==> config.mk <==
export PLATFORM = sky130hd
export DESIGN_NAME = apply_front_end
export DESIGN_NICKNAME = d
export VERILOG_FILES = /design/src/source/apply_pkg.sv /design/src/source/stage_buffer.sv /design/src/source/apply_terminal_check.sv /design/src/source/apply_var_fetch.sv /design/src/source/apply_node_fetch.sv /design/src/source/apply_front_end.sv
export SDC_FILE = /design/constraint.sdc
export NUM_CORES = 1
export LEC_CHECK = 0
export BUFFER_PORTS_ARGS = -buffer_cell sky130_fd_sc_hd__buf_2
export CORE_ASPECT_RATIO = 2
export CORE_MARGIN = 2
export CORE_UTILIZATION = 53
export CTS_BUF_LIST = sky130_fd_sc_hd__clkbuf_2 sky130_fd_sc_hd__clkbuf_4 sky130_fd_sc_hd__clkbuf_8
export DETAILED_ROUTE_END_ITERATION = 6
export HOLD_SLACK_MARGIN = 0.06
export PLACE_DENSITY = 0.87
export SETUP_SLACK_MARGIN = 0.05
export SYNTH_ARGS = -nofsm -noshare
export SYNTH_HDL_FRONTEND = slang
export SYNTH_SLANG_ARGS = --single-unit
export TNS_END_PERCENT = 100
==> constraint.sdc <==
create_clock -name clk -period 4.1 [get_ports clk]
set_input_delay 0.82 -clock clk [delete_from_list [all_inputs] [get_ports clk]]
set_output_delay 0.82 -clock clk [all_outputs]
set_load 0.02 [all_outputs]
==> src/source/apply_pkg.sv <==
package apply_pkg;

	// Index holds the node id in the upper bits and the negate flag in bit 0
	localparam int INDEX_WIDTH = 16;
	localparam int NODE_ID_WIDTH = INDEX_WIDTH - 1;
	localparam int VAR_WIDTH = 8;

	typedef logic [INDEX_WIDTH-1:0] bdd_index_t;
	typedef logic [NODE_ID_WIDTH-1:0] node_id_t;
	typedef logic [VAR_WIDTH-1:0] bdd_var_t;
	typedef logic [2*INDEX_WIDTH-1:0] node_word_t; // {then child, else child}
	typedef logic [1:0] apply_op_t;

	localparam bdd_var_t VAR_TERMINAL = '1; // Variable of node 0
	localparam bdd_index_t BDD_FALSE = 0;
	localparam bdd_index_t BDD_TRUE = 1; // Terminal node with negate set

	localparam apply_op_t OP_AND = 2'd0;
	localparam apply_op_t OP_OR = 2'd1;
	localparam apply_op_t OP_XOR = 2'd2;

	typedef enum logic [2:0] {
		VF_IDLE,
		VF_SENT_F,
		VF_SENT_BOTH,
		VF_GOT_F_SEND_G,
		VF_WAIT_G,
		VF_DONE
	} var_fetch_state_t;

	typedef enum logic [2:0] {
		NF_IDLE,
		NF_SENT_F,
		NF_SENT_BOTH,
		NF_GOT_F_SEND_G,
		NF_WAIT_G,
		NF_DONE
	} node_fetch_state_t;

endpackage

==> src/source/stage_buffer.sv <==
`timescale 1ns/100ps

module stage_buffer #(
	parameter int DATA_WIDTH = 8
) (
	input logic clk,
	input logic reset,
	input logic in_valid,
	input logic [DATA_WIDTH-1:0] in_data,
	output logic busy,
	output logic out_valid,
	output logic [DATA_WIDTH-1:0] out_data,
	input logic out_busy
);

	logic main_valid; // Item presented to the consumer
	logic [DATA_WIDTH-1:0] main_data;
	logic skid_valid; // Item taken while the consumer stalled
	logic [DATA_WIDTH-1:0] skid_data;
	logic take_in;
	logic take_out;

	assign take_in = in_valid & ~busy;
	assign take_out = main_valid & ~out_busy;

	always_ff @(posedge clk)
	begin
		if (reset)
		begin
			main_valid <= 1'b0;
			skid_valid <= 1'b0;
		end
		else if (take_out)
		begin
			if (skid_valid)
				skid_valid <= 1'b0; // Skid entry moves up and main stays full
			else
				main_valid <= take_in;
		end
		else if (take_in)
		begin
			if (main_valid)
				skid_valid <= 1'b1;
			else
				main_valid <= 1'b1;
		end
	end

	always_ff @(posedge clk)
	begin
		if (take_out & skid_valid)
			main_data <= skid_data;
		else if (take_in & (take_out | ~main_valid))
			main_data <= in_data;
		if (take_in & main_valid & ~take_out)
			skid_data <= in_data;
	end

	assign busy = skid_valid; // Full only when both entries hold an item
	assign out_valid = main_valid;
	assign out_data = main_data;

endmodule

==> src/source/apply_terminal_check.sv <==
`timescale 1ns/100ps

module apply_terminal_check (
	input logic clk,
	input logic reset,
	input logic in_valid,
	input apply_pkg::apply_op_t in_op,
	input apply_pkg::bdd_index_t in_f,
	input apply_pkg::bdd_index_t in_g,
	output logic busy,
	output logic out_valid,
	input logic out_busy,
	output apply_pkg::apply_op_t out_op,
	output apply_pkg::bdd_index_t out_f,
	output apply_pkg::bdd_index_t out_g,
	output apply_pkg::bdd_index_t out_result,
	output logic out_hit
);

	localparam int DATA_WIDTH = $bits(apply_pkg::apply_op_t) + 3 * apply_pkg::INDEX_WIDTH + 1;

	logic hit;
	apply_pkg::bdd_index_t result;
	apply_pkg::bdd_index_t f_neg;
	apply_pkg::bdd_index_t g_neg;
	logic f_compl_g; // Same node with the opposite negate flag
	logic swap;
	logic [DATA_WIDTH-1:0] buf_in;
	logic [DATA_WIDTH-1:0] buf_out;

	assign f_neg = {in_f[apply_pkg::INDEX_WIDTH-1:1], ~in_f[0]};
	assign g_neg = {in_g[apply_pkg::INDEX_WIDTH-1:1], ~in_g[0]};
	assign f_compl_g = (in_f == g_neg);

	always_comb
	begin
		hit = 1'b1;
		result = apply_pkg::BDD_FALSE;
		case (in_op)
			apply_pkg::OP_AND:
			begin
				if (in_f == apply_pkg::BDD_FALSE || in_g == apply_pkg::BDD_FALSE)
					result = apply_pkg::BDD_FALSE;
				else if (in_f == apply_pkg::BDD_TRUE)
					result = in_g;
				else if (in_g == apply_pkg::BDD_TRUE)
					result = in_f;
				else if (in_f == in_g)
					result = in_f;
				else if (f_compl_g)
					result = apply_pkg::BDD_FALSE; // x & ~x
				else
					hit = 1'b0;
			end
			apply_pkg::OP_OR:
			begin
				if (in_f == apply_pkg::BDD_TRUE || in_g == apply_pkg::BDD_TRUE)
					result = apply_pkg::BDD_TRUE;
				else if (in_f == apply_pkg::BDD_FALSE)
					result = in_g;
				else if (in_g == apply_pkg::BDD_FALSE)
					result = in_f;
				else if (in_f == in_g)
					result = in_f;
				else if (f_compl_g)
					result = apply_pkg::BDD_TRUE;
				else
					hit = 1'b0;
			end
			apply_pkg::OP_XOR:
			begin
				if (in_f == apply_pkg::BDD_FALSE)
					result = in_g;
				else if (in_g == apply_pkg::BDD_FALSE)
					result = in_f;
				else if (in_f == apply_pkg::BDD_TRUE)
					result = g_neg;
				else if (in_g == apply_pkg::BDD_TRUE)
					result = f_neg;
				else if (in_f == in_g)
					result = apply_pkg::BDD_FALSE;
				else if (f_compl_g)
					result = apply_pkg::BDD_TRUE;
				else
					hit = 1'b0;
			end
			default: hit = 1'b0;
		endcase
	end

	// All kept operations commute so the operands are ordered with f <= g
	assign swap = ~hit & (in_f > in_g);
	assign buf_in = {in_op, swap ? in_g : in_f, swap ? in_f : in_g, result, hit};

	stage_buffer #(
		.DATA_WIDTH(DATA_WIDTH)
	) i_buffer (
		.clk(clk),
		.reset(reset),
		.in_valid(in_valid),
		.in_data(buf_in),
		.busy(busy),
		.out_valid(out_valid),
		.out_data(buf_out),
		.out_busy(out_busy)
	);

	assign {out_op, out_f, out_g, out_result, out_hit} = buf_out;

endmodule

==> src/source/apply_var_fetch.sv <==
`timescale 1ns/100ps

module apply_var_fetch (
	input logic clk,
	input logic reset,
	input logic in_valid,
	output logic busy,
	input apply_pkg::apply_op_t in_op,
	input apply_pkg::bdd_index_t in_f,
	input apply_pkg::bdd_index_t in_g,
	input apply_pkg::bdd_index_t in_result,
	input logic in_hit,
	output logic var_req_valid,
	output apply_pkg::node_id_t var_req_id,
	input logic var_req_ready,
	input logic var_resp_valid,
	input apply_pkg::bdd_var_t var_resp_var,
	output logic out_valid,
	input logic out_busy,
	output apply_pkg::apply_op_t out_op,
	output apply_pkg::bdd_index_t out_f,
	output apply_pkg::bdd_index_t out_g,
	output apply_pkg::bdd_index_t out_result,
	output logic out_hit,
	output apply_pkg::bdd_var_t out_top,
	output logic out_fetch_f,
	output logic out_fetch_g
);

	apply_pkg::var_fetch_state_t state;
	apply_pkg::var_fetch_state_t next_state;
	logic held_valid;
	logic held_hit;
	apply_pkg::apply_op_t held_op;
	apply_pkg::bdd_index_t held_f;
	apply_pkg::bdd_index_t held_g;
	apply_pkg::bdd_index_t held_result;
	apply_pkg::bdd_var_t f_var;
	apply_pkg::bdd_var_t g_var;
	apply_pkg::bdd_var_t min_var;
	logic take_in;
	logic done;
	logic store_f;
	logic store_g;

	assign done = out_valid & ~out_busy;
	assign busy = held_valid & ~done; // Frees in the cycle the item leaves
	assign take_in = in_valid & ~busy;

	always_ff @(posedge clk)
	begin
		if (reset)
		begin
			held_valid <= 1'b0;
			state <= apply_pkg::VF_IDLE;
		end
		else
		begin
			state <= next_state;
			if (take_in)
				held_valid <= 1'b1;
			else if (done)
				held_valid <= 1'b0;
		end
	end

	always_ff @(posedge clk)
	begin
		if (take_in)
		begin
			held_op <= in_op;
			held_f <= in_f;
			held_g <= in_g;
			held_result <= in_result;
			held_hit <= in_hit;
		end
		if (store_f)
			f_var <= var_resp_var;
		if (store_g)
			g_var <= var_resp_var;
	end

	always_comb
	begin
		next_state = state;
		var_req_valid = 1'b0;
		var_req_id = held_f[apply_pkg::INDEX_WIDTH-1:1];
		store_f = 1'b0;
		store_g = 1'b0;
		out_valid = 1'b0;
		case (state)
			apply_pkg::VF_IDLE:
			begin
				if (held_valid & held_hit)
					out_valid = 1'b1; // Terminal result needs no variables
				else if (held_valid)
				begin
					var_req_valid = 1'b1;
					if (var_req_ready)
						next_state = apply_pkg::VF_SENT_F;
				end
			end
			apply_pkg::VF_SENT_F:
			begin
				var_req_valid = 1'b1;
				var_req_id = held_g[apply_pkg::INDEX_WIDTH-1:1];
				store_f = var_resp_valid;
				if (var_resp_valid & var_req_ready)
					next_state = apply_pkg::VF_WAIT_G;
				else if (var_resp_valid)
					next_state = apply_pkg::VF_GOT_F_SEND_G;
				else if (var_req_ready)
					next_state = apply_pkg::VF_SENT_BOTH;
			end
			apply_pkg::VF_SENT_BOTH:
			begin
				store_f = var_resp_valid;
				if (var_resp_valid)
					next_state = apply_pkg::VF_WAIT_G;
			end
			apply_pkg::VF_GOT_F_SEND_G:
			begin
				var_req_valid = 1'b1;
				var_req_id = held_g[apply_pkg::INDEX_WIDTH-1:1];
				if (var_req_ready)
					next_state = apply_pkg::VF_WAIT_G;
			end
			apply_pkg::VF_WAIT_G:
			begin
				store_g = var_resp_valid; // Responses come back in request order
				if (var_resp_valid)
					next_state = apply_pkg::VF_DONE;
			end
			apply_pkg::VF_DONE:
			begin
				out_valid = 1'b1;
				if (!out_busy)
					next_state = apply_pkg::VF_IDLE;
			end
			default: next_state = apply_pkg::VF_IDLE;
		endcase
	end

	assign min_var = (f_var < g_var) ? f_var : g_var;
	assign out_top = held_hit ? apply_pkg::VAR_TERMINAL : min_var;
	assign out_fetch_f = ~held_hit & (f_var == min_var);
	assign out_fetch_g = ~held_hit & (g_var == min_var);

	assign out_op = held_op;
	assign out_f = held_f;
	assign out_g = held_g;
	assign out_result = held_result;
	assign out_hit = held_hit;

endmodule

==> src/source/apply_node_fetch.sv <==
`timescale 1ns/100ps

module apply_node_fetch (
	input logic clk,
	input logic reset,
	input logic in_valid,
	output logic busy,
	input apply_pkg::apply_op_t in_op,
	input apply_pkg::bdd_index_t in_f,
	input apply_pkg::bdd_index_t in_g,
	input apply_pkg::bdd_index_t in_result,
	input logic in_hit,
	input apply_pkg::bdd_var_t in_top,
	input logic in_fetch_f,
	input logic in_fetch_g,
	output logic node_req_valid,
	output apply_pkg::node_id_t node_req_id,
	input logic node_req_ready,
	input logic node_resp_valid,
	input apply_pkg::node_word_t node_resp_word,
	output logic out_valid,
	output logic out_hit,
	output apply_pkg::bdd_index_t out_result,
	output apply_pkg::apply_op_t out_op,
	output apply_pkg::bdd_index_t out_f,
	output apply_pkg::bdd_index_t out_g,
	output apply_pkg::bdd_var_t out_top,
	output apply_pkg::bdd_index_t out_fn,
	output apply_pkg::bdd_index_t out_fnv,
	output apply_pkg::bdd_index_t out_gn,
	output apply_pkg::bdd_index_t out_gnv
);

	localparam int W = apply_pkg::INDEX_WIDTH;

	apply_pkg::node_fetch_state_t state;
	apply_pkg::node_fetch_state_t next_state;
	logic held_valid;
	logic held_hit;
	logic held_fetch_f;
	logic held_fetch_g;
	apply_pkg::apply_op_t held_op;
	apply_pkg::bdd_index_t held_f;
	apply_pkg::bdd_index_t held_g;
	apply_pkg::bdd_index_t held_result;
	apply_pkg::bdd_var_t held_top;
	apply_pkg::node_word_t f_word;
	apply_pkg::node_word_t g_word;
	apply_pkg::bdd_index_t f_flip;
	apply_pkg::bdd_index_t g_flip;
	logic use_f;
	logic use_g;
	logic take_in;
	logic store_f;
	logic store_g;

	assign use_f = held_fetch_f & ~held_hit;
	assign use_g = held_fetch_g & ~held_hit;
	assign busy = held_valid & ~out_valid; // Output never stalls
	assign take_in = in_valid & ~busy;

	always_ff @(posedge clk)
	begin
		if (reset)
		begin
			held_valid <= 1'b0;
			state <= apply_pkg::NF_IDLE;
		end
		else
		begin
			state <= next_state;
			if (take_in)
				held_valid <= 1'b1;
			else if (out_valid)
				held_valid <= 1'b0;
		end
	end

	always_ff @(posedge clk)
	begin
		if (take_in)
		begin
			held_op <= in_op;
			held_f <= in_f;
			held_g <= in_g;
			held_result <= in_result;
			held_hit <= in_hit;
			held_top <= in_top;
			held_fetch_f <= in_fetch_f;
			held_fetch_g <= in_fetch_g;
		end
		if (store_f)
			f_word <= node_resp_word;
		if (store_g)
			g_word <= node_resp_word;
	end

	always_comb
	begin
		next_state = state;
		node_req_valid = 1'b0;
		node_req_id = held_f[W-1:1];
		store_f = 1'b0;
		store_g = 1'b0;
		out_valid = 1'b0;
		case (state)
			apply_pkg::NF_IDLE:
			begin
				if (held_valid & ~use_f & ~use_g)
					out_valid = 1'b1;
				else if (held_valid & use_f)
				begin
					node_req_valid = 1'b1;
					if (node_req_ready)
						next_state = apply_pkg::NF_SENT_F;
				end
				else if (held_valid)
				begin
					node_req_valid = 1'b1; // Only g sits at top
					node_req_id = held_g[W-1:1];
					if (node_req_ready)
						next_state = apply_pkg::NF_WAIT_G;
				end
			end
			apply_pkg::NF_SENT_F:
			begin
				node_req_valid = use_g;
				node_req_id = held_g[W-1:1];
				store_f = node_resp_valid;
				if (node_resp_valid & ~use_g)
					next_state = apply_pkg::NF_DONE;
				else if (node_resp_valid & node_req_ready)
					next_state = apply_pkg::NF_WAIT_G;
				else if (node_resp_valid)
					next_state = apply_pkg::NF_GOT_F_SEND_G;
				else if (use_g & node_req_ready)
					next_state = apply_pkg::NF_SENT_BOTH;
			end
			apply_pkg::NF_SENT_BOTH:
			begin
				store_f = node_resp_valid;
				if (node_resp_valid)
					next_state = apply_pkg::NF_WAIT_G;
			end
			apply_pkg::NF_GOT_F_SEND_G:
			begin
				node_req_valid = 1'b1;
				node_req_id = held_g[W-1:1];
				if (node_req_ready)
					next_state = apply_pkg::NF_WAIT_G;
			end
			apply_pkg::NF_WAIT_G:
			begin
				store_g = node_resp_valid;
				if (node_resp_valid)
					next_state = apply_pkg::NF_DONE;
			end
			apply_pkg::NF_DONE:
			begin
				out_valid = 1'b1;
				next_state = apply_pkg::NF_IDLE;
			end
			default: next_state = apply_pkg::NF_IDLE;
		endcase
	end

	// Negate flag of the operand carries into both children
	assign f_flip = {{(W-1){1'b0}}, held_f[0]};
	assign g_flip = {{(W-1){1'b0}}, held_g[0]};

	assign out_fn = use_f ? (f_word[2*W-1:W] ^ f_flip) : held_f;
	assign out_fnv = use_f ? (f_word[W-1:0] ^ f_flip) : held_f;
	assign out_gn = use_g ? (g_word[2*W-1:W] ^ g_flip) : held_g;
	assign out_gnv = use_g ? (g_word[W-1:0] ^ g_flip) : held_g;

	assign out_hit = held_hit;
	assign out_result = held_result;
	assign out_op = held_op;
	assign out_f = held_f;
	assign out_g = held_g;
	assign out_top = held_top;

endmodule

==> src/source/apply_front_end.sv <==
`timescale 1ns/100ps

module apply_front_end (
	input logic clk,
	input logic reset,
	input logic in_valid,
	output logic busy,
	input apply_pkg::apply_op_t in_op,
	input apply_pkg::bdd_index_t in_f,
	input apply_pkg::bdd_index_t in_g,
	output logic var_req_valid,
	output apply_pkg::node_id_t var_req_id,
	input logic var_req_ready,
	input logic var_resp_valid,
	input apply_pkg::bdd_var_t var_resp_var,
	output logic node_req_valid,
	output apply_pkg::node_id_t node_req_id,
	input logic node_req_ready,
	input logic node_resp_valid,
	input apply_pkg::node_word_t node_resp_word,
	output logic out_valid,
	output logic out_hit,
	output apply_pkg::bdd_index_t out_result,
	output apply_pkg::apply_op_t out_op,
	output apply_pkg::bdd_index_t out_f,
	output apply_pkg::bdd_index_t out_g,
	output apply_pkg::bdd_var_t out_top,
	output apply_pkg::bdd_index_t out_fn,
	output apply_pkg::bdd_index_t out_fnv,
	output apply_pkg::bdd_index_t out_gn,
	output apply_pkg::bdd_index_t out_gnv
);

	// Terminal check to variable fetch
	logic tc_valid;
	logic vf_busy;
	apply_pkg::apply_op_t tc_op;
	apply_pkg::bdd_index_t tc_f;
	apply_pkg::bdd_index_t tc_g;
	apply_pkg::bdd_index_t tc_result;
	logic tc_hit;

	// Variable fetch to node fetch
	logic vf_valid;
	logic nf_busy;
	apply_pkg::apply_op_t vf_op;
	apply_pkg::bdd_index_t vf_f;
	apply_pkg::bdd_index_t vf_g;
	apply_pkg::bdd_index_t vf_result;
	logic vf_hit;
	apply_pkg::bdd_var_t vf_top;
	logic vf_fetch_f;
	logic vf_fetch_g;

	apply_terminal_check i_terminal_check (
		.clk(clk),
		.reset(reset),
		.in_valid(in_valid),
		.in_op(in_op),
		.in_f(in_f),
		.in_g(in_g),
		.busy(busy),
		.out_valid(tc_valid),
		.out_busy(vf_busy),
		.out_op(tc_op),
		.out_f(tc_f),
		.out_g(tc_g),
		.out_result(tc_result),
		.out_hit(tc_hit)
	);

	apply_var_fetch i_var_fetch (
		.clk(clk),
		.reset(reset),
		.in_valid(tc_valid),
		.busy(vf_busy),
		.in_op(tc_op),
		.in_f(tc_f),
		.in_g(tc_g),
		.in_result(tc_result),
		.in_hit(tc_hit),
		.var_req_valid(var_req_valid),
		.var_req_id(var_req_id),
		.var_req_ready(var_req_ready),
		.var_resp_valid(var_resp_valid),
		.var_resp_var(var_resp_var),
		.out_valid(vf_valid),
		.out_busy(nf_busy),
		.out_op(vf_op),
		.out_f(vf_f),
		.out_g(vf_g),
		.out_result(vf_result),
		.out_hit(vf_hit),
		.out_top(vf_top),
		.out_fetch_f(vf_fetch_f),
		.out_fetch_g(vf_fetch_g)
	);

	apply_node_fetch i_node_fetch (
		.clk(clk),
		.reset(reset),
		.in_valid(vf_valid),
		.busy(nf_busy),
		.in_op(vf_op),
		.in_f(vf_f),
		.in_g(vf_g),
		.in_result(vf_result),
		.in_hit(vf_hit),
		.in_top(vf_top),
		.in_fetch_f(vf_fetch_f),
		.in_fetch_g(vf_fetch_g),
		.node_req_valid(node_req_valid),
		.node_req_id(node_req_id),
		.node_req_ready(node_req_ready),
		.node_resp_valid(node_resp_valid),
		.node_resp_word(node_resp_word),
		.out_valid(out_valid),
		.out_hit(out_hit),
		.out_result(out_result),
		.out_op(out_op),
		.out_f(out_f),
		.out_g(out_g),
		.out_top(out_top),
		.out_fn(out_fn),
		.out_fnv(out_fnv),
		.out_gn(out_gn),
		.out_gnv(out_gnv)
	);

endmodule

==> results of run 1 <==
## report_power, final
part	internal, mW	switching [mW]	leakage, nW
logic	0.350	0.694	3.14
registers	3.62	0.0984	2.81
clock network	1.17	1.08	0.427
total	5.14	1.88	6.37
## cell usage in the layout (no fill, tap or decap), types with 6 or more instances in the layout
cell type  synthesis  routed
mux2_2            33      33
nor3_1            11      11
and3_1             7       7
nor2_1            55      54
clkinv_2           0       7
buf_2             13     237
o31ai_1            7       7
buf_4              3      29
o211ai_1          21      21
nand3_1           13      13
mux2i_1            7       7
clkbuf_8           0      47
inv_1             37      36
edfxtp_1         294     294
a21o_1             7       6
dfxtp_1           10      10
xor2_1             9       9
nand4_1            6       6
clkinv_1           2      12
o21ai_0           62      62
ha_1              23      23
a21oi_1           79      79
a31oi_1           19      19
nor4_1             6       6
nor2b_1           12       9
nand2_1          239     239
nand2b_1           8       8
xnor2_1            6       6
## per-stage QoR
stage | hold slack, ns | setup WS [ns] | util, %
after floorplan | 0.400 | 0.342 | -
after global placement | 0.402 | 0.496 | 60.7
after detailed placement | 0.405 | 0.505 | 60.7
after CTS | 0.405 | 0.764 | 64.0
after global routing | 0.414 | 0.576 | 64.0
final | 0.406 | 0.764 | 64.0
## cell type report
cell class	instances	share of cell area [%]
diodes	1	0.0156
repair buffers	268	8.98
flip-flops and latches	304	56.1
multi-input cells	709	26.2
clock buffers	52	4.26
inverters	39	0.910
clock inverters	22	0.840
well taps	336	2.61
## kinds of logic after synthesis
| group | share of synthesized area, % |
|---|---|
| fa+ha+maj | 2.12 |
| simple gates | 13.2 |
| buf+inv | 2.77 |
| flops | 66.5 |
| xor+xnor | 0.968 |
| compound gates | 11.0 |
| mux | 3.47 |
## flip-flops by register name (all words and copies together) (netlist names), 8 cells and up
register	cells
i_terminal_check.i_buffer.out_data	51
i_var_fetch.out_result	16
i_var_fetch.out_f	16
i_node_fetch.out_result	16
i_node_fetch.f_word	32
i_node_fetch.g_word	32
i_var_fetch.f_var	8
i_var_fetch.g_var	8
i_node_fetch.out_top	8
i_terminal_check.i_buffer.skid_data	51
i_node_fetch.out_f	16
i_node_fetch.out_g	16
i_var_fetch.out_g	16
## worst max-delay path, delay by kind of cell (launching register included)
| family | cells | cell delay (ns) |
|---|---|---|
| flip-flops | 1 | 0.49 |
| AND/OR/NAND/NOR | 2 | 0.47 |
| buffers and inverters | 2 | 0.45 |
| multiplexers | 1 | 0.41 |
| AO/OA/AOI/OAI | 1 | 0.13 |
## layer usage
layer | share of wire, % | vias to the layer above | routed length [um]
li1 | - | 4632 | -
met1 | 32 | 4777 | 11600
met2 | 53 | 576 | 19000
met3 | 6.9 | 147 | 2460
met4 | 7.4 | 0 | 2660
met5 | 0 | - | 0
## how the worst min path moves through the flow
stage / startpoint / endpoint / slack [ns] / depth (start not counted)
finish: i_terminal_check.i_buffer.out_data[17] / i_var_fetch.out_g[0] / 0.41 / 0
floorplan: i_var_fetch.out_f[0] / i_node_fetch.out_f[0] / 0.40 / 0
global placement: i_terminal_check.i_buffer.out_data[10] / i_var_fetch.out_result[9] / 0.40 / 0
global route: i_terminal_check.i_buffer.out_data[17] / i_var_fetch.out_g[0] / 0.41 / 0
CTS: i_terminal_check.i_buffer.out_data[17] / i_var_fetch.out_g[0] / 0.40 / 0
detailed placement: i_var_fetch.out_result[13] / i_node_fetch.out_result[13] / 0.40 / 0
==> results.py, run 1 <==
metrics = {
    "cts": {
        "htreeDepth": 2,
        "clockBufferDepth": 3,
        "cts_made_buffers": 40,
        "cts_tree": "built",
        "cts-root-buf": "clkbuf_8",
        "clock-sinks": 304,
        "ctsResizeCount": 0,
        "clk_pin_slew_ns": 0.07,
        "cts_setup_buffers": 0,
        "hold_buffers": 0,
        "insertion_delay_ns": 0.56,
    },
    "sta": {
        "maxSlewViolCount": 0,
        "finalCriticalPeriod_ns": 3.34,
        "rsz0062_at_grt": "false",
        "max_slew_margin_pct": 20.3,
        "worst_slew_pin_slew_ns": 1.19,
        "finalHoldViolCount": 0,
        "max_freq_mhz": 300,
        "tns_ns": 0,
        "skew_ns": 0.0327,
        "fin_crit_sh_pct": 81.4,
        "setup_viol": 0,
    },
    "critical_path": {
        "crit_end": "node_req_id[4]",
        "criticalPathCategory": "reg2out",
        "r2r_cells": 7,
        "r2r-start": "i_node_fetch.state[1]",
        "worstPathRequired_ns": 3.28,
        "rr_endpoint": "i_terminal_check.i_buffer.skid_data[13]",
        "reg2reg_slack_ns": 1.23,
        "crit_start": "i_node_fetch.out_hit",
        "cp_slowest_cell": "edfxtp_1",
        "critPathMaxFanout": 15,
        "startpoint_type": "register",
        "end_kind": "output pin",
        "slowest_delay_ns": 0.49,
        "crit_chain": "nor3b_1, a21oi_1, nor2_1, buf_4, mux2_2, buf_2",
        "worstPathArrival_ns": 2.52,
    },
    "finish": {
        "seqCellArea_um2": 9030,
        "fillers": 1843,
        "synthToLayoutAreaGrowth_pct": 18.4,
        "layout-drive-gt1-share_pct": 28.5,
        "finalNetCount": 1466,
        "stdcell_count": 1731,
        "design_area_um2": 16100,
        "multi_input_area_um2": 4220,
    },
    "power_and_ir_drop": {
        "p_per_area_nw_per_um2": 436,
        "p_leak_nw": 6.37,
        "power_mw": 7.02,
        "vdd_drop_max_uv": 233,
    },
    "global_routing": {
        "met3_usage_pct": 4.59,
        "grt_use_met1_pct": 26.2,
        "grt_max_degree": 55,
        "antenna_found_initial": 1,
        "grt-ovfl-total": 0,
        "grt_pass1_wl_um": 53000,
        "globalRouteMet2Util_pct": 46.6,
        "gr-usage-all-layers_pct": 26.2,
        "grt_busiest_layer": "met2",
        "grt_pass1_vias": 10100,
    },
    "logic_synthesis": {
        "synth_edf_count": 294,
        "ys_ff_latch": 304,
        "yosys_warnings": 0,
        "synth_top_cell_by_area": "edfxtp_1",
        "yosysSeqAreaShare_pct": 66.5,
        "synthTopCellsByArea": "edfxtp_1, nand2_1, a21oi_1, mux2_2, o21ai_0",
        "syn_area_per_cell_um2": 12.3,
        "syn_area_um2": 13600,
        "syn_nets": 1210,
        "yosysMostFrequentCell": "edfxtp_1",
        "synth_top_cell_area_share_pct": 65.0,
        "synthDistinctLibCells": 68,
        "async_flop_share_pct": 0,
        "yosys-top-cells-count": "edfxtp_1, nand2_1, a21oi_1",
        "netlist_instances": 1106,
        "synth-main-ff-cell": "edfxtp_1",
    },
    "floorplanning": {
        "die_h_um": 230,
        "rows": 82,
        "start_util_pct": 54.0,
        "die_area_um2": 27000,
        "die_w_um": 117,
        "ioPinCount": 238,
        "coreArea_um2": 25100,
    },
    "worst_hold_path": {
        "worstHoldPathType": "reg2reg",
    },
    "detailed_routing": {
        "avgRoutedWirePerCell_um": 20.7,
        "drtIter0Drc": 970,
        "vias": 10100,
        "routed_wl_um": 35800,
        "drt-vias-per-instance": 5.85,
        "ant_nets": 0,
        "firstDrtPassIters": 6,
        "drcViolationCount": 0,
    },
    "placed_design": {
        "place.gp.congestion": 1.01,
        "port_buffers": 237,
        "placed_cell_area_um2": 15300,
        "dp_hpwl_um": 26200,
        "numPlacedInstances": 1656,
    },
    "outcome": {
        "status": "complete, no violations",
    },
    "flow_run": {
        "max_cap_violations": 0,
    },
}
No activity file was read; power rests on OpenSTA's default activity.
==> run 2: changes to the inputs <==
--- a/config.mk
+++ b/config.mk
@@ -8,11 +8,11 @@
 export BUFFER_PORTS_ARGS = -buffer_cell sky130_fd_sc_hd__buf_2
 export CORE_ASPECT_RATIO = 2
 export CORE_MARGIN = 2
-export CORE_UTILIZATION = 53
+export CORE_UTILIZATION = 58
 export CTS_BUF_LIST = sky130_fd_sc_hd__clkbuf_2 sky130_fd_sc_hd__clkbuf_4 sky130_fd_sc_hd__clkbuf_8
 export DETAILED_ROUTE_END_ITERATION = 6
 export HOLD_SLACK_MARGIN = 0.06
-export PLACE_DENSITY = 0.87
+export PLACE_DENSITY = 0.9
 export SETUP_SLACK_MARGIN = 0.05
 export SYNTH_ARGS = -nofsm -noshare
 export SYNTH_HDL_FRONTEND = slang
==> constraint.sdc (replaced) <==
create_clock -name clk -period 3.5 [get_ports clk]
set_input_delay 0.7 -clock clk [delete_from_list [all_inputs] [get_ports clk]]
set_output_delay 0.7 -clock clk [all_outputs]
set_load 0.02 [all_outputs]
==> results.py, run 2 (synthesis gave the netlist of run 1 again) <==
metrics = {
    "outcome": {
        "status": "complete, no violations",
    },
    "critical_path": {
        "criticalPathCategory": "reg2out",
        "worstPathRequired_ns": 2.80,
        "rr_endpoint": "i_terminal_check.i_buffer.skid_data[28]",
        "worst-path-buf-inv": 2,
        "reg2reg_slack_ns": 0.86,
        "end_kind": "output pin",
        "critPathMaxFanout": 15,
        "worstPathArrival_ns": 2.36,
        "crit_chain": "nor3b_1, a21oi_1, nor2_1, buf_4, mux2_2, buf_2",
        "r2r_cells": 6,
        "crit_family": "flip-flops",
        "r2r-start": "i_node_fetch.state[1]",
        "crit_start": "i_node_fetch.out_hit",
        "cp_slowest_cell": "edfxtp_1",
        "startpoint_type": "register",
        "slowest_delay_ns": 0.47,
    },
    "sta": {
        "skew_ns": 0.0233,
        "max_slew_margin_pct": 44.5,
        "finalHoldViolCount": 0,
        "finalCriticalPeriod_ns": 3.06,
        "max_freq_mhz": 326,
        "rsz0062_at_grt": "false",
        "maxSlewViolCount": 0,
        "setup_viol": 0,
        "fin_crit_sh_pct": 87.5,
        "tns_ns": 0,
        "worst_slew_pin_slew_ns": 0.833,
    },
    "detailed_routing": {
        "drtIter0Drc": 897,
        "vias": 10200,
        "ant_nets": 0,
        "drt-vias-per-instance": 6.01,
        "routed_wl_um": 34700,
        "avgRoutedWirePerCell_um": 20.4,
        "drcViolationCount": 0,
        "firstDrtPassIters": 6,
    },
    "cts": {
        "htreeDepth": 2,
        "ctsResizeCount": 0,
        "cts_made_buffers": 39,
        "clockBufferDepth": 3,
        "insertion_delay_ns": 0.54,
        "clk_pin_slew_ns": 0.07,
        "cts_tree": "built",
        "hold_buffers": 0,
        "cts-root-buf": "clkbuf_8",
        "cts_setup_buffers": 0,
        "clock-sinks": 304,
    },
    "worst_hold_path": {
        "worstHoldPathType": "in2reg",
        "worstHoldEndpoint": "i_node_fetch.g_word[28]",
        "hp-start": "node_resp_word[28]",
        "holdPathStages": 1,
    },
    "finish": {
        "final_cell_mix": "edfxtp_1, nand2_1, buf_2",
        "design_area_um2": 16200,
        "finalNetCount": 1489,
        "layout_commonest_cell": "edfxtp_1",
        "fillers": 1637,
        "synthToLayoutAreaGrowth_pct": 19.3,
        "layout-drive-gt1-share_pct": 29.4,
    },
    "floorplanning": {
        "die_area_um2": 24700,
        "die_h_um": 220,
        "start_util_pct": 58.7,
        "rows": 79,
        "coreArea_um2": 23100,
        "ioPinCount": 238,
        "die_w_um": 112,
    },
    "global_routing": {
        "grt_pass1_wl_um": 52300,
        "grt_max_degree": 67,
        "grt-ovfl-total": 0,
        "grt_pass1_vias": 9873,
        "gr-usage-all-layers_pct": 27.4,
        "antenna_found_initial": 2,
    },
    "power_and_ir_drop": {
        "p_leak_nw": 6.48,
        "intPower_mw": 5.95,
        "power_switching_share_pct": 26.6,
        "clkPwrFrac_pct": 30.7,
        "vdd_drop_max_uv": 382,
        "p_seq_share_pct": 53.7,
        "combPwrFrac_pct": 15.6,
        "p_per_area_nw_per_um2": 500,
        "p_sw_mw": 2.15,
    },
    "placed_design": {
        "dp_hpwl_um": 26200,
        "port_buffers": 237,
        "placed_cell_area_um2": 15400,
        "place.gp.congestion": 1.05,
    },
    "flow_run": {
        "max_cap_violations": 0,
    },
}
[run 2: stage by stage]
stage	hold WS [ns]	std cells	setup slack (ns)	total power [mW]	utilization, %
after global routing	0.319	1701	0.263	8.42	70.0
after global placement	0.401	1627	0.188	5.64	66.7
final	0.340	1702	0.436	8.10	70.0
after detailed placement	0.405	1627	0.140	5.68	66.7
after floorplan	0.400	1106	0.116	5.18	-
after CTS	0.306	1699	0.411	8.15	70.0
[run 2: how the worst max path moves through the flow]
stage | endpoint | slack, ns | cells past startpoint
finish | node_req_id[0] | 0.44 | 6
global route | node_req_id[0] | 0.26 | 6
CTS | node_req_id[0] | 0.41 | 6
detailed placement | i_terminal_check.i_buffer.out_data[2] | 0.14 | 10
global placement | i_terminal_check.i_buffer.out_data[2] | 0.19 | 10
floorplan | i_terminal_check.i_buffer.out_data[0] | 0.12 | 6
[run 2: metal layers]
metal	vias to the layer above	part of all wire (%)	GRT usage [%]
li1	4669	-	-
met1	4824	32	28.4
met2	583	53	50.1
met3	148	6.4	3.53
met4	0	7.9	20.1
met5	-	0	0
[run 2: power by group through the flow]
stage               clock network, mW  registers, mW  logic, mW
global placement                    0           4.42       1.22
floorplan                           0           4.43      0.750
finish                           2.49           4.35       1.26
CTS                              2.54           4.35       1.25
global route                     2.69           4.37       1.36
detailed placement                  0           4.43       1.25
[run 2: layout make-up]
type	count	area, um2	area share (%)
multi-input combinational	709	4230	26.1
timing repair buffer	292	1670	10.3
sequential	304	9030	55.8
tap	283	354	2.19
inverter	39	146	0.904
antenna	3	7.51	0.0464
clock buffer	51	633	3.91
clock inverter	21	120	0.742
==> run 3: changes to the inputs <==
--- a/config.mk
+++ b/config.mk
@@ -5,6 +5,7 @@
 export SDC_FILE = /design/constraint.sdc
 export NUM_CORES = 1
 export LEC_CHECK = 0
+export ABC_CLOCK_PERIOD_IN_PS = 3500
 export BUFFER_PORTS_ARGS = -buffer_cell sky130_fd_sc_hd__buf_2
 export CORE_ASPECT_RATIO = 2
 export CORE_MARGIN = 2
@@ -12,7 +13,7 @@
 export CTS_BUF_LIST = sky130_fd_sc_hd__clkbuf_2 sky130_fd_sc_hd__clkbuf_4 sky130_fd_sc_hd__clkbuf_8
 export DETAILED_ROUTE_END_ITERATION = 6
 export HOLD_SLACK_MARGIN = 0.06
-export PLACE_DENSITY = 0.9
+export PLACE_DENSITY = 0.82
 export SETUP_SLACK_MARGIN = 0.05
 export SYNTH_ARGS = -nofsm -noshare
 export SYNTH_HDL_FRONTEND = slang
==> constraint.sdc (replaced) <==
create_clock -name clk -period 3.5 [get_ports clk]
set_input_delay 0.7 -clock clk [delete_from_list [all_inputs] [get_ports clk]]
set_output_delay 0.7 -clock clk [all_outputs]
set_load 0.1 [all_outputs]
==> results.py, run 3 (synthesis gave the netlist of run 1 again) <==
metrics = {
    "sta": {
        "setup_viol": 0,
        "max_freq_mhz": 309,
        "maxSlewViolCount": 0,
        "skew_ns": 0.0164,
        "finalCriticalPeriod_ns": 3.24,
        "rsz0062_at_grt": "false",
        "max_slew_margin_pct": 40.2,
        "worst_slew_pin_slew_ns": 0.897,
        "fin_crit_sh_pct": 92.5,
        "hold-worst-slack_ns": 0.356,
        "finalHoldViolCount": 0,
    },
    "detailed_routing": {
        "routed_wl_um": 34800,
        "firstDrtPassIters": 7,
        "drt-vias-per-instance": 5.87,
        "drcViolationCount": 3,
        "drtIter0Drc": 702,
        "vias": 9958,
        "avgRoutedWirePerCell_um": 20.5,
        "ant_nets": 0,
    },
    "cts": {
        "cts_tree": "built",
        "cts_made_buffers": 40,
        "cts_setup_buffers": 0,
        "hold_buffers": 0,
        "ctsResizeCount": 0,
        "insertion_delay_ns": 0.53,
        "clock-sinks": 304,
        "clk_pin_slew_ns": 0.06,
        "clockBufferDepth": 3,
        "htreeDepth": 2,
        "cts-root-buf": "clkbuf_8",
    },
    "outcome": {
        "violations": "DRC",
        "status": "finished with violations",
    },
    "critical_path": {
        "cp_slowest_cell": "nand2b_1",
        "crit_family": "simple AND/OR/NAND/NOR gates",
        "slowest_delay_ns": 0.73,
        "reg2reg_slack_ns": 0.69,
        "r2r_cells": 7,
        "criticalPathCategory": "reg2out",
        "crit_start": "i_node_fetch.out_hit",
        "worstPathArrival_ns": 2.54,
        "end_kind": "output pin",
        "rr_endpoint": "i_terminal_check.i_buffer.out_data[6]",
        "worst-path-buf-inv": 1,
        "crit_chain": "nand2b_1, nand2_1, nand2_1, buf_2",
        "worst-path-stages": 4,
        "crit_path_frequent_cell": "nand2_1",
        "startpoint_type": "register",
        "crit_end": "out_gn[2]",
        "r2r-start": "i_node_fetch.state[2]",
        "worstPathRequired_ns": 2.80,
        "critPathMaxFanout": 17,
    },
    "floorplanning": {
        "die_h_um": 220,
        "die_w_um": 112,
        "rows": 79,
        "die_area_um2": 24700,
        "ioPinCount": 238,
        "start_util_pct": 58.7,
        "coreArea_um2": 23100,
    },
    "placed_design": {
        "placed_cell_area_um2": 15700,
        "dp_hpwl_um": 26200,
        "place.gp.congestion": 1.01,
        "port_buffers": 237,
    },
    "finish": {
        "n_antenna_cell": 0,
        "design_area_um2": 16500,
        "layout_commonest_cell": "edfxtp_1",
        "synthToLayoutAreaGrowth_pct": 21.8,
        "finalNetCount": 1490,
        "final_cell_mix": "edfxtp_1, nand2_1, buf_2",
        "layout-drive-gt1-share_pct": 30.1,
        "fin_util_pct": 71.5,
    },
    "power_and_ir_drop": {
        "clkPwrFrac_pct": 28.9,
        "vdd_drop_max_uv": 609,
        "power_mw": 9.33,
        "p_per_area_nw_per_um2": 564,
        "power_switching_share_pct": 33.6,
        "p_leak_nw": 6.63,
        "combPwrFrac_pct": 24.4,
        "p_sw_mw": 3.13,
        "p_seq_share_pct": 46.7,
        "intPower_mw": 6.20,
    },
    "worst_hold_path": {
        "worstHoldPathType": "in2reg",
    },
    "global_routing": {
        "grt_pass1_wl_um": 52600,
        "grt-ovfl-total": 0,
        "antenna_found_initial": 0,
        "gr-usage-all-layers_pct": 27.6,
        "grt_pass1_vias": 9947,
        "grt_max_degree": 55,
    },
    "flow_run": {
        "max_cap_violations": 0,
    },
}
-- run 3: cell types whose count changed in the layout (fill, tap and decap cells not counted), moves of 2 or more --
cell / previous run / this run
diode_2: 3 / 0
bufinv_16: 1 / 3
xnor2_2: 0 / 4
buf_12: 6 / 21
xnor2_1: 6 / 2
clkinv_1: 15 / 10
buf_2: 237 / 222
clkbuf_8: 40 / 44
clkinv_2: 5 / 3
-- run 3: final cells by class --
class,instances,area [um2]
multi-input combinational,709,4280
fill,1615,6600
clock inverter,15,143
inverter,39,146
tap,283,354
clock buffer,54,681
sequential,304,9030
timing repair buffer,292,1900
-- run 3: how the worst min path moves through the flow --
stage	from	depth (start not counted)	to	slack (ns)
3_3_place_gp	i_terminal_check.i_buffer.out_data[46]	0	i_var_fetch.out_f[13]	0.40
6_report	node_resp_word[18]	1	i_node_fetch.g_word[18]	0.36
3_5_place_dp	i_var_fetch.out_result[1]	0	i_node_fetch.out_result[1]	0.40
4_1_cts	node_resp_word[31]	1	i_node_fetch.g_word[31]	0.32
5_1_grt	node_resp_word[7]	1	i_node_fetch.f_word[7]	0.33
2_1_floorplan	i_var_fetch.out_f[0]	0	i_node_fetch.out_f[0]	0.40
-- run 3: stage by stage --
| step | worst slack (ns) | std cells | setup TNS (ns) |
|---|---|---|---|
| global placement | 0.0430 | 1627 | 0 |
| floorplan | -0.256 | 1106 | -19.63 |
| CTS | 0.263 | 1696 | 0 |
| global route | 0.146 | 1696 | 0 |
| detailed placement | 0.0596 | 1627 | 0 |
| finish | 0.262 | 1696 | 0 |
-- run 3: power by group through the flow --
stage	clock, mW	combinational (mW)	sequential, mW
2_1_floorplan	0	1.52	4.67
3_3_place_gp	0	2.25	4.42
3_5_place_dp	0	2.27	4.43
4_1_cts	2.76	2.28	4.35
5_1_grt	2.89	2.39	4.37
6_report	2.69	2.28	4.35
-- run 3: layer usage --
| layer | GRT usage, % | vias to the layer above | part of all wire [%] |
|---|---|---|---|
| met5 | 0 | - | 0 |
| met4 | 16.3 | 0 | 6.2 |
| met3 | 3.70 | 134 | 6.1 |
| met2 | 53.2 | 489 | 55 |
| met1 | 27.9 | 4676 | 33 |
| li1 | - | 4659 | - |
